==> src/design/core_wb_pkg.sv <==
// Shared widths, opcodes and pipeline structs, imported by every module of the EX/WB slice

package core_wb_pkg;

  //////////////////////////////////////////////////////////////////////////
  // Widths

  // Data path width of the core
  localparam int unsigned WORD_W    = 32;
  // Register index width, fixed to a 32-entry file
  localparam int unsigned RF_ADDR_W = 5;

  // One data word, used for operands, results and bus data
  typedef logic [WORD_W-1:0]    word_t;
  // Register file index
  typedef logic [RF_ADDR_W-1:0] rf_addr_t;

  //////////////////////////////////////////////////////////////////////////
  // Opcodes and states

  // Operation selector carried on the issue port
  typedef enum logic [2:0] {
    op_add  = 3'd0,
    op_sub  = 3'd1,
    op_and  = 3'd2,
    op_or   = 3'd3,
    op_xor  = 3'd4,
    op_load = 3'd5
  } alu_op_e;

  // Execute stage occupancy
  typedef enum logic [1:0] {
    ex_idle     = 2'd0,
    ex_busy     = 2'd1,
    ex_wait_gnt = 2'd2
  } ex_state_e;

  //////////////////////////////////////////////////////////////////////////
  // Pipeline structs

  // One issued operation, about 73 bits
  typedef struct packed {
    alu_op_e  opcode;
    word_t    op_a;
    word_t    op_b;
    logic     rf_we;
    rf_addr_t rf_waddr;
  } issue_op_t;

  // EX to WB pipeline register
  typedef struct packed {
    logic     instr_valid;
    logic     lsu_en;
    logic     rf_we;
    rf_addr_t rf_waddr;
    word_t    rf_wdata;
  } ex_wb_pipe_t;

  // Reduced controller, acts on WB only
  typedef struct packed {
    logic halt_wb;
    logic kill_wb;
  } ctrl_fsm_t;

endpackage

==> src/design/ex_stage.sv <==
// Execute stage: accepts issued operations, runs the ALU or starts a load, fills the EX/WB register

module ex_stage (
  input  logic                     clk,
  input  logic                     arst_n_i,

  // Issue port
  input  logic                     issue_valid_i,
  output logic                     issue_ready_o,
  input  core_wb_pkg::issue_op_t   issue_op_i,

  // Write-back readiness
  input  logic                     wb_ready_i,

  // Load request towards the load unit
  output logic                     lsu_req_o,
  output core_wb_pkg::word_t       lsu_addr_o,
  input  logic                     lsu_gnt_i,

  // EX/WB pipeline register
  output core_wb_pkg::ex_wb_pipe_t ex_wb_pipe_o
);

  import core_wb_pkg::*;

  ex_state_e   state_q;
  ex_state_e   state_d;
  issue_op_t   op_q;
  logic        accept_en_q;
  logic        issue_fire;
  logic        ex_leave;
  word_t       alu_result;
  ex_wb_pipe_t ex_wb_pipe_q;

  ////////////////////////////////////////////////////////////////////////////
  // Handshakes

  // Entry leaves EX: ALU op once WB is ready, load on its grant
  assign ex_leave = ((state_q == ex_busy) && wb_ready_i) ||
                    ((state_q == ex_wait_gnt) && lsu_gnt_i);

  // Port opens one cycle after reset, then accepts when EX empties
  assign issue_ready_o = accept_en_q && ((state_q == ex_idle) || ex_leave);
  assign issue_fire    = issue_valid_i && issue_ready_o;

  // Request held for the whole wait, address comes from the held operands
  assign lsu_req_o  = (state_q == ex_wait_gnt);
  assign lsu_addr_o = op_q.op_a + op_q.op_b;

  ////////////////////////////////////////////////////////////////////////////
  // ALU

  always_comb begin
    case (op_q.opcode)
      op_add:  alu_result = op_q.op_a + op_q.op_b;
      op_sub:  alu_result = op_q.op_a - op_q.op_b;
      op_and:  alu_result = op_q.op_a & op_q.op_b;
      op_or:   alu_result = op_q.op_a | op_q.op_b;
      op_xor:  alu_result = op_q.op_a ^ op_q.op_b;
      // Load carries its address, WB replaces it with bus data
      default: alu_result = lsu_addr_o;
    endcase
  end

  ////////////////////////////////////////////////////////////////////////////
  // State

  always_comb begin
    state_d = state_q;
    // Current entry gone, or never there
    if ((state_q == ex_idle) || ex_leave) begin
      if (issue_fire) begin
        state_d = (issue_op_i.opcode == op_load) ? ex_wait_gnt : ex_busy;
      end else begin
        state_d = ex_idle;
      end
    end
  end

  always_ff @(posedge clk or negedge arst_n_i) begin
    if (!arst_n_i) begin
      state_q     <= ex_idle;
      accept_en_q <= 1'b0;
    end else begin
      state_q     <= state_d;
      accept_en_q <= 1'b1;
    end
  end

  // Operand holding register
  always_ff @(posedge clk) begin
    if (issue_fire) begin
      op_q <= issue_op_i;
    end
  end

  ////////////////////////////////////////////////////////////////////////////
  // EX/WB register

  always_ff @(posedge clk or negedge arst_n_i) begin
    if (!arst_n_i) begin
      ex_wb_pipe_q.instr_valid <= 1'b0;
      ex_wb_pipe_q.lsu_en      <= 1'b0;
      ex_wb_pipe_q.rf_we       <= 1'b0;
    end else if (ex_leave) begin
      ex_wb_pipe_q.instr_valid <= 1'b1;
      ex_wb_pipe_q.lsu_en      <= (op_q.opcode == op_load);
      ex_wb_pipe_q.rf_we       <= op_q.rf_we;
      ex_wb_pipe_q.rf_waddr    <= op_q.rf_waddr;
      ex_wb_pipe_q.rf_wdata    <= alu_result;
    end else if (wb_ready_i) begin
      // WB retires or drops its entry and nothing follows
      ex_wb_pipe_q.instr_valid <= 1'b0;
    end
  end

  assign ex_wb_pipe_o = ex_wb_pipe_q;

endmodule

==> src/design/load_unit.sv <==
// Load unit: drives the data bus for loads from EX and tracks the single outstanding response for WB

module load_unit (
  input  logic               clk,
  input  logic               arst_n_i,

  // Request from EX
  input  logic               lsu_req_i,
  input  core_wb_pkg::word_t lsu_addr_i,
  output logic               lsu_gnt_o,

  // Data bus
  output logic               data_req_o,
  output core_wb_pkg::word_t data_addr_o,
  input  logic               data_gnt_i,
  input  logic               data_rvalid_i,
  input  core_wb_pkg::word_t data_rdata_i,

  // Response towards WB
  output logic               lsu_valid_o,
  output core_wb_pkg::word_t lsu_rdata_o,
  output logic               lsu_ready_o,

  // WB handshake back
  input  logic               wb_lsu_valid_i,
  input  logic               wb_lsu_ready_i
);

  logic outstanding_q;
  logic resp_done;

  ////////////////////////////////////////////////////////////////////////////
  // Request side

  // One load in flight at most, a new request waits for the response
  assign data_req_o  = lsu_req_i && !outstanding_q;

  // EX holds its operands, so the address stays put until the grant
  assign data_addr_o = lsu_addr_i;

  // Grant only counts for a request actually on the bus
  assign lsu_gnt_o   = data_req_o && data_gnt_i;

  ////////////////////////////////////////////////////////////////////////////
  // Response side

  // Response consumed when WB takes it
  assign resp_done = data_rvalid_i && wb_lsu_ready_i;

  // Outstanding flag
  // set by the grant, cleared by the response
  always_ff @(posedge clk or negedge arst_n_i) begin
    if (!arst_n_i) begin
      outstanding_q <= 1'b0;
    end else if (lsu_gnt_o) begin
      outstanding_q <= 1'b1;
    end else if (resp_done) begin
      outstanding_q <= 1'b0;
    end
  end

  // Valid only for a response we expect and WB holds the load
  assign lsu_valid_o = data_rvalid_i && outstanding_q && wb_lsu_valid_i;

  // Read data goes straight to the WB mux
  assign lsu_rdata_o = data_rdata_i;

  ////////////////////////////////////////////////////////////////////////////
  // Bus readiness

  // WB may advance with nothing pending, or on the cycle the response lands
  assign lsu_ready_o = !outstanding_q || resp_done;

endmodule

==> src/design/wb_stage.sv <==
// Write-back stage: picks ALU or load data, drives the register file write and the stage handshake

module wb_stage (
  // EX/WB pipeline
  input  core_wb_pkg::ex_wb_pipe_t ex_wb_pipe_i,

  // Controller
  input  core_wb_pkg::ctrl_fsm_t   ctrl_fsm_i,

  // Load data
  input  core_wb_pkg::word_t       lsu_rdata_i,

  // Load unit handshake
  input  logic                     lsu_valid_i,
  input  logic                     lsu_ready_i,
  output logic                     lsu_valid_o,
  output logic                     lsu_ready_o,

  // Register file write port
  output logic                     rf_we_wb_o,
  output core_wb_pkg::rf_addr_t    rf_waddr_wb_o,
  output core_wb_pkg::word_t       rf_wdata_wb_o,

  // Stage handshake
  output logic                     wb_ready_o,
  output logic                     wb_valid_o
);

  logic instr_valid;
  logic result_valid;

  // Entry counts only while not halted or killed
  assign instr_valid = ex_wb_pipe_i.instr_valid && !ctrl_fsm_i.kill_wb &&
                       !ctrl_fsm_i.halt_wb;

  // ALU result ready at once, load result with its response
  assign result_valid = !ex_wb_pipe_i.lsu_en || lsu_valid_i;

  ////////////////////////////////////////////////////////////////////////////
  // Register file write

  // Load writes only on rvalid, so stale bus data never lands
  assign rf_we_wb_o    = ex_wb_pipe_i.rf_we && instr_valid && result_valid;
  assign rf_waddr_wb_o = ex_wb_pipe_i.rf_waddr;
  assign rf_wdata_wb_o = ex_wb_pipe_i.lsu_en ? lsu_rdata_i : ex_wb_pipe_i.rf_wdata;

  ////////////////////////////////////////////////////////////////////////////
  // Load unit handshake

  // Ignores kill and halt, the controller never touches a granted load
  assign lsu_valid_o = ex_wb_pipe_i.lsu_en && ex_wb_pipe_i.instr_valid;
  // Last stage, nothing downstream to wait for
  assign lsu_ready_o = 1'b1;

  ////////////////////////////////////////////////////////////////////////////
  // Stage handshake

  // Follows bus readiness, halt holds the entry in place
  assign wb_ready_o = lsu_ready_i && !ctrl_fsm_i.halt_wb;
  assign wb_valid_o = result_valid && instr_valid;

endmodule

==> src/design/register_file.sv <==
// Register file: RF_DEPTH words with x0 fixed at zero, one synchronous write and one combinational read

module register_file #(
  parameter int unsigned RF_DEPTH = 32
) (
  input  logic                  clk,
  input  logic                  arst_n_i,

  // Write port
  input  logic                  we_i,
  input  core_wb_pkg::rf_addr_t waddr_i,
  input  core_wb_pkg::word_t    wdata_i,

  // Read port
  input  core_wb_pkg::rf_addr_t raddr_i,
  output core_wb_pkg::word_t    rdata_o
);

  import core_wb_pkg::*;

  word_t regs_q [RF_DEPTH];
  logic  wr_ok;

  // x0 and indices past the depth are never written
  assign wr_ok = we_i && (waddr_i != '0) && (int'(waddr_i) < RF_DEPTH);

  ////////////////////////////////////////////////////////////////////////////
  // Storage

  always_ff @(posedge clk or negedge arst_n_i) begin
    if (!arst_n_i) begin
      for (int i = 0; i < RF_DEPTH; i++) begin
        regs_q[i] <= '0;
      end
    end else if (wr_ok) begin
      regs_q[waddr_i] <= wdata_i;
    end
  end

  ////////////////////////////////////////////////////////////////////////////
  // Read

  // Out of range reads as zero, like x0
  always_comb begin
    if ((raddr_i == '0) || (int'(raddr_i) >= RF_DEPTH)) begin
      rdata_o = '0;
    end else begin
      rdata_o = regs_q[raddr_i];
    end
  end

endmodule

==> src/design/core_wb_top.sv <==
// Top level of the EX/WB slice: wires the execute stage, load unit, write-back stage and register file

module core_wb_top #(
  parameter int unsigned RF_DEPTH = 32
) (
  input  logic                   clk,
  input  logic                   arst_n_i,

  // Issue port
  input  logic                   issue_valid_i,
  output logic                   issue_ready_o,
  input  core_wb_pkg::issue_op_t issue_op_i,

  // Controller
  input  core_wb_pkg::ctrl_fsm_t ctrl_i,

  // Data bus
  output logic                   data_req_o,
  output core_wb_pkg::word_t     data_addr_o,
  input  logic                   data_gnt_i,
  input  logic                   data_rvalid_i,
  input  core_wb_pkg::word_t     data_rdata_i,

  // Register observation port
  input  core_wb_pkg::rf_addr_t  rf_raddr_i,
  output core_wb_pkg::word_t     rf_rdata_o,

  // Retirement strobe
  output logic                   wb_valid_o
);

  import core_wb_pkg::*;

  // EX to WB
  ex_wb_pipe_t ex_wb_pipe;
  logic        wb_ready;

  // EX to load unit
  logic        lsu_req;
  word_t       lsu_addr;
  logic        lsu_gnt;

  // Load unit and WB
  logic        lsu_valid;
  word_t       lsu_rdata;
  logic        lsu_ready;
  logic        wb_lsu_valid;
  logic        wb_lsu_ready;

  // WB to register file
  logic        rf_we;
  rf_addr_t    rf_waddr;
  word_t       rf_wdata;

  ////////////////////////////////////////////////////////////////////////////
  // Input side

  ex_stage i_ex_stage (
    .clk           (clk),
    .arst_n_i      (arst_n_i),
    .issue_valid_i (issue_valid_i),
    .issue_ready_o (issue_ready_o),
    .issue_op_i    (issue_op_i),
    .wb_ready_i    (wb_ready),
    .lsu_req_o     (lsu_req),
    .lsu_addr_o    (lsu_addr),
    .lsu_gnt_i     (lsu_gnt),
    .ex_wb_pipe_o  (ex_wb_pipe)
  );

  ////////////////////////////////////////////////////////////////////////////
  // Load path

  load_unit i_load_unit (
    .clk            (clk),
    .arst_n_i       (arst_n_i),
    .lsu_req_i      (lsu_req),
    .lsu_addr_i     (lsu_addr),
    .lsu_gnt_o      (lsu_gnt),
    .data_req_o     (data_req_o),
    .data_addr_o    (data_addr_o),
    .data_gnt_i     (data_gnt_i),
    .data_rvalid_i  (data_rvalid_i),
    .data_rdata_i   (data_rdata_i),
    .lsu_valid_o    (lsu_valid),
    .lsu_rdata_o    (lsu_rdata),
    .lsu_ready_o    (lsu_ready),
    .wb_lsu_valid_i (wb_lsu_valid),
    .wb_lsu_ready_i (wb_lsu_ready)
  );

  ////////////////////////////////////////////////////////////////////////////
  // Output side

  wb_stage i_wb_stage (
    .ex_wb_pipe_i  (ex_wb_pipe),
    .ctrl_fsm_i    (ctrl_i),
    .lsu_rdata_i   (lsu_rdata),
    .lsu_valid_i   (lsu_valid),
    .lsu_ready_i   (lsu_ready),
    .lsu_valid_o   (wb_lsu_valid),
    .lsu_ready_o   (wb_lsu_ready),
    .rf_we_wb_o    (rf_we),
    .rf_waddr_wb_o (rf_waddr),
    .rf_wdata_wb_o (rf_wdata),
    .wb_ready_o    (wb_ready),
    .wb_valid_o    (wb_valid_o)
  );

  register_file #(
    .RF_DEPTH (RF_DEPTH)
  ) i_register_file (
    .clk      (clk),
    .arst_n_i (arst_n_i),
    .we_i     (rf_we),
    .waddr_i  (rf_waddr),
    .wdata_i  (rf_wdata),
    .raddr_i  (rf_raddr_i),
    .rdata_o  (rf_rdata_o)
  );

endmodule

==> config.mk <==
export PLATFORM = sky130hd
export DESIGN_NAME = core_wb_top
export DESIGN_NICKNAME = d
export VERILOG_FILES = /design/src/design/core_wb_pkg.sv /design/src/design/ex_stage.sv /design/src/design/load_unit.sv /design/src/design/wb_stage.sv /design/src/design/register_file.sv /design/src/design/core_wb_top.sv
export SDC_FILE = /design/constraint.sdc
export NUM_CORES = 2
export LEC_CHECK = 0
export ABC_AREA = 1
export BUFFER_PORTS_ARGS = -buffer_cell sky130_fd_sc_hd__buf_2
export CAP_MARGIN = 0
export CORE_UTILIZATION = 51
export DETAILED_ROUTE_END_ITERATION = 6
export PLACE_DENSITY = 0.78
export SLEW_MARGIN = 20
export SYNTH_ARGS = -nofsm -noshare
export SYNTH_HDL_FRONTEND = slang
export SYNTH_HIERARCHICAL = 1
export SYNTH_SLANG_ARGS = --single-unit
==> constraint.sdc <==
create_clock -name clk -period 3.7 [get_ports clk]
set_input_delay 0.37 -clock clk [delete_from_list [all_inputs] [get_ports clk]]
set_output_delay 0.37 -clock clk [all_outputs]
set_load 0.05 [all_outputs]
==> run_results.csv <==
group,metric,value,unit
critical_path,endpoint_kind,"output pin",
critical_path,critPathKind,"flip-flop to output pin",
critical_path,max_stage_delay,0.41,ns
timing,layout_setup_ws,0.132,ns
floorplanning,coreArea,113000,sq um
finish,drive_above_1_share,0.0899,
power_and_ir_drop,power_density,468,nW/um^2
global_route,grt_pass1_vias,48300,
timing,min_period_over_period,0.964,
timing,maxSlewHeadroom,0.208,
floorplanning,die-height,340,um
critical_path,worstPathMaxFanout,9,
critical_path,cpLargestDelayFamily,"compound AO/OA/AOI/OAI gates",
global_route,gr-usage-met2,0.484,
yosys,synth_cell_types,51,
clock_network,clock_path_buffers,3,
floorplanning,die_x,340,um
timing,period_needed,3.57,ns
yosys,synth.ff_latch_count,1141,
timing,skew,0.0502,ns
min_path,holdCritPathClass,"input pin to flip-flop",
yosys,synth_top_family_by_area,"simple AND/OR/NAND/NOR gates",
yosys,syn_inst,7502,
timing,setup_viol,0,
clock_network,clk_latency,0.75,ns
route,wl_per_cell,20.1,um
floorplanning,num_io_pins,184,
clock_network,cts_tree,"built",
placed_design,dp.final_hpwl,111,mm
global_route,antenna_found_initial,3,
finish,final_area,64300,sq um
placed_design,post_dp_cell_area,59500,sq um
finish,layout_common_cells,"nand2_1, dfrtp_1, nor2_1",
placed_design,place_worst_setup_slack,0.676,ns
route,num_vias,51500,
yosys,syn_nets,7716,
floorplanning,dieArea,116000,sq um
global_route,top_usage_layer,"met2",
run_status,status,"finished with violations",
finish,nets,7567,
timing,hold_viol,0,
route,first_pass_iters,7,
timing,holdWs,0.145,ns
global_route,grt_pass1_wl,280,mm
timing,final.setup.tns,0,ns
route,drtIter0Drc,6530,
timing,tightestPinTransition,1.19,ns
yosys,yosysSeqAreaShare,0.499,
flow_run,maxCapViolCount,0,
route,drt-total-wl,180,mm
critical_path,path_cells,"inv_1 -> ha_1 -> inv_1 -> o21ai_0 -> a21oi_1 -> nand2_1 -> a21oi_1 -> nand2_1 -> nand2_1 -> and2_1 -> buf_2",
clock_network,cts_max_level,3,
route,drc,8,
run_status,violations,"DRC",
global_route,grt_overflow_total,0,
yosys,synth-simple-area-share,0.286,
finish,final_common_cell,"nand2_1",
global_route,grt_util_met1,0.420,
route,antenna_left,0,
yosys,async_flop_share,0.904,
critical_path,start_kind,"flip-flop",
clock_network,root_buffer,"clkbuf_16",
critical_path,crit_buf_inv,3,
yosys,synth-edff-count,110,
yosys,synthMuxAreaShare,0.000193,
critical_path,worst_path_most_repeated_cell,"nand2_1",
yosys,synth_compound_area_frac,0.111,
yosys,synth-xor-area-share,0.00266,
yosys,synth_area,58300,sq um
floorplanning,rows,123,
timing,drv_slew,0,
global_route,grtUsageMet3,0.0537,
finish,syn_to_final_growth,10.3,%
yosys,ys.flop_type,"dfrtp_1",
floorplanning,initial_core_util,0.516,
timing,rsz0062_at_grt,"no",
power_and_ir_drop,ir_drop,438,uV
power_and_ir_drop,p_leak,0.0310,uW
yosys,synthAdderAreaFrac,0.0211,
placed_design,portBuffers,183,
finish,finalCoreUtilization,0.569,
yosys,postSynthAreaPerCell,7.77,sq um
critical_path,worst_path_max_delay_cell,"ha_1",
critical_path,arrival,3.20,ns
clock_network,cts_sinks,1141,
critical_path,cp.required,3.33,ns
global_route,grt_max_degree,172,
placed_design,gp_congestion,0.959,
global_route,grt_usage,0.309,
timing,max_freq,0.280,GHz
clock_network,cts-buffers-inserted,116,
yosys,yosysWarnings,6,
clock_network,path_clk_slew,0.06,ns
route,viasPerCell,5.75,
-- per-layer routing --
metal,wire (um),up-vias
li1,-,23800
met1,72600,24600
met2,82000,2570
met3,17200,444
met4,8240,4
met5,22,-
-- cell families (layout without fill, tap and decap cells) --
family / count (synthesis) / count (layout)
buffers and inverters: 1011 / 960
AOI/OAI and AO/OA: 1257 / 1257
muxes: 1 / 1
DFF: 1141 / 1141
xor gates and xnor gates: 16 / 16
other: 2 / 4
adders and majority gates: 97 / 97
and+or+nand+nor: 3977 / 3977
-- per-stage QoR --
step | std cells | power (uW)
CTS | 8951 | 30100
detailed placement | 8657 | 18000
global route | 8951 | 31200
global placement | 8657 | 17900
finish | 8953 | 30100
floorplan | 7502 | 16600
-- synth_stat cells, types with 33 or more instances --
cell      instances  area (sq um)
a21oi_1         626          3130
buf_2           121           606
buf_4           113           848
buf_6            33           372
clkbuf_1        359          1350
dfrtp_1        1031         25800
edfxtp_1        110          3300
ha_1             95          1190
inv_1           342          1280
nand2_1        2169          8140
nand2_2          46           288
nand3_1         778          3890
nor2_1          867          3250
o21ai_0         544          2720
-- repair_timing --
action,in CTS,in global routing
hold buffers,78,0
gates resized for setup,1,8
endpoints found under the setup margin,1,4
endpoints found under the hold margin,107,0
buffers inserted,0,0
-- registers in the layout (all words and copies together), names as in the netlist --
name and cells:
i_ex_stage/ex_wb_pipe_o 40, i_ex_stage/accept_en_q 1, i_ex_stage/op_q 73, i_register_file/regs_q 1024, i_ex_stage/state_q 2, i_load_unit/outstanding_q 1
-- report_power, final --
part           internal (uW)  leakage, uW  switching [uW]
logic                   1160       0.0138            3210
registers              13200       0.0153             303
clock network           7070      0.00194            5150
-- final cells by class --
type	instances	area (sq um)
Fill cell	9993	48700
Sequential cell	1141	29100
Multi-Input combinational cell	5350	24600
Clock buffer	173	3400
Timing Repair Buffer	388	3310
Tap cell	1500	1880
Inverter	356	1370
Clock inverter	43	597
Antenna cell	2	5.00
-- worst reg2reg max path: stages (launching register included) --
cell and delay (ns):
edfxtp_1 0.44, inv_1 0.17, nand3_1 0.12, inv_1 0.61
nor3_4 0.06, buf_4 0.23, inv_1 0.49, nor2_1 0.11
a21oi_1 0.35
-- path summary, 6_finish.rpt --
kind / from / endpoint / slack, ns / cells after the start
setup / recovery: i_ex_stage/op_q[66] / data_addr_o[31] / 0.13 / 11
hold / removal: data_rdata_i[16] / i_register_file/regs_q[656] / 0.15 / 5
setup reg to reg: i_ex_stage/op_q[70] / i_ex_stage/ex_wb_pipe_o[14] / 0.89 / 8
hold reg to reg: i_register_file/regs_q[994] / i_register_file/regs_q[994] / 0.38 / 0
max in group asynchronous: arst_n_i / i_register_file/regs_q[211] / 2.15 / 3
min in group asynchronous: arst_n_i / i_register_file/regs_q[129] / 0.17 / 2
(Power assumes the default switching activity.)
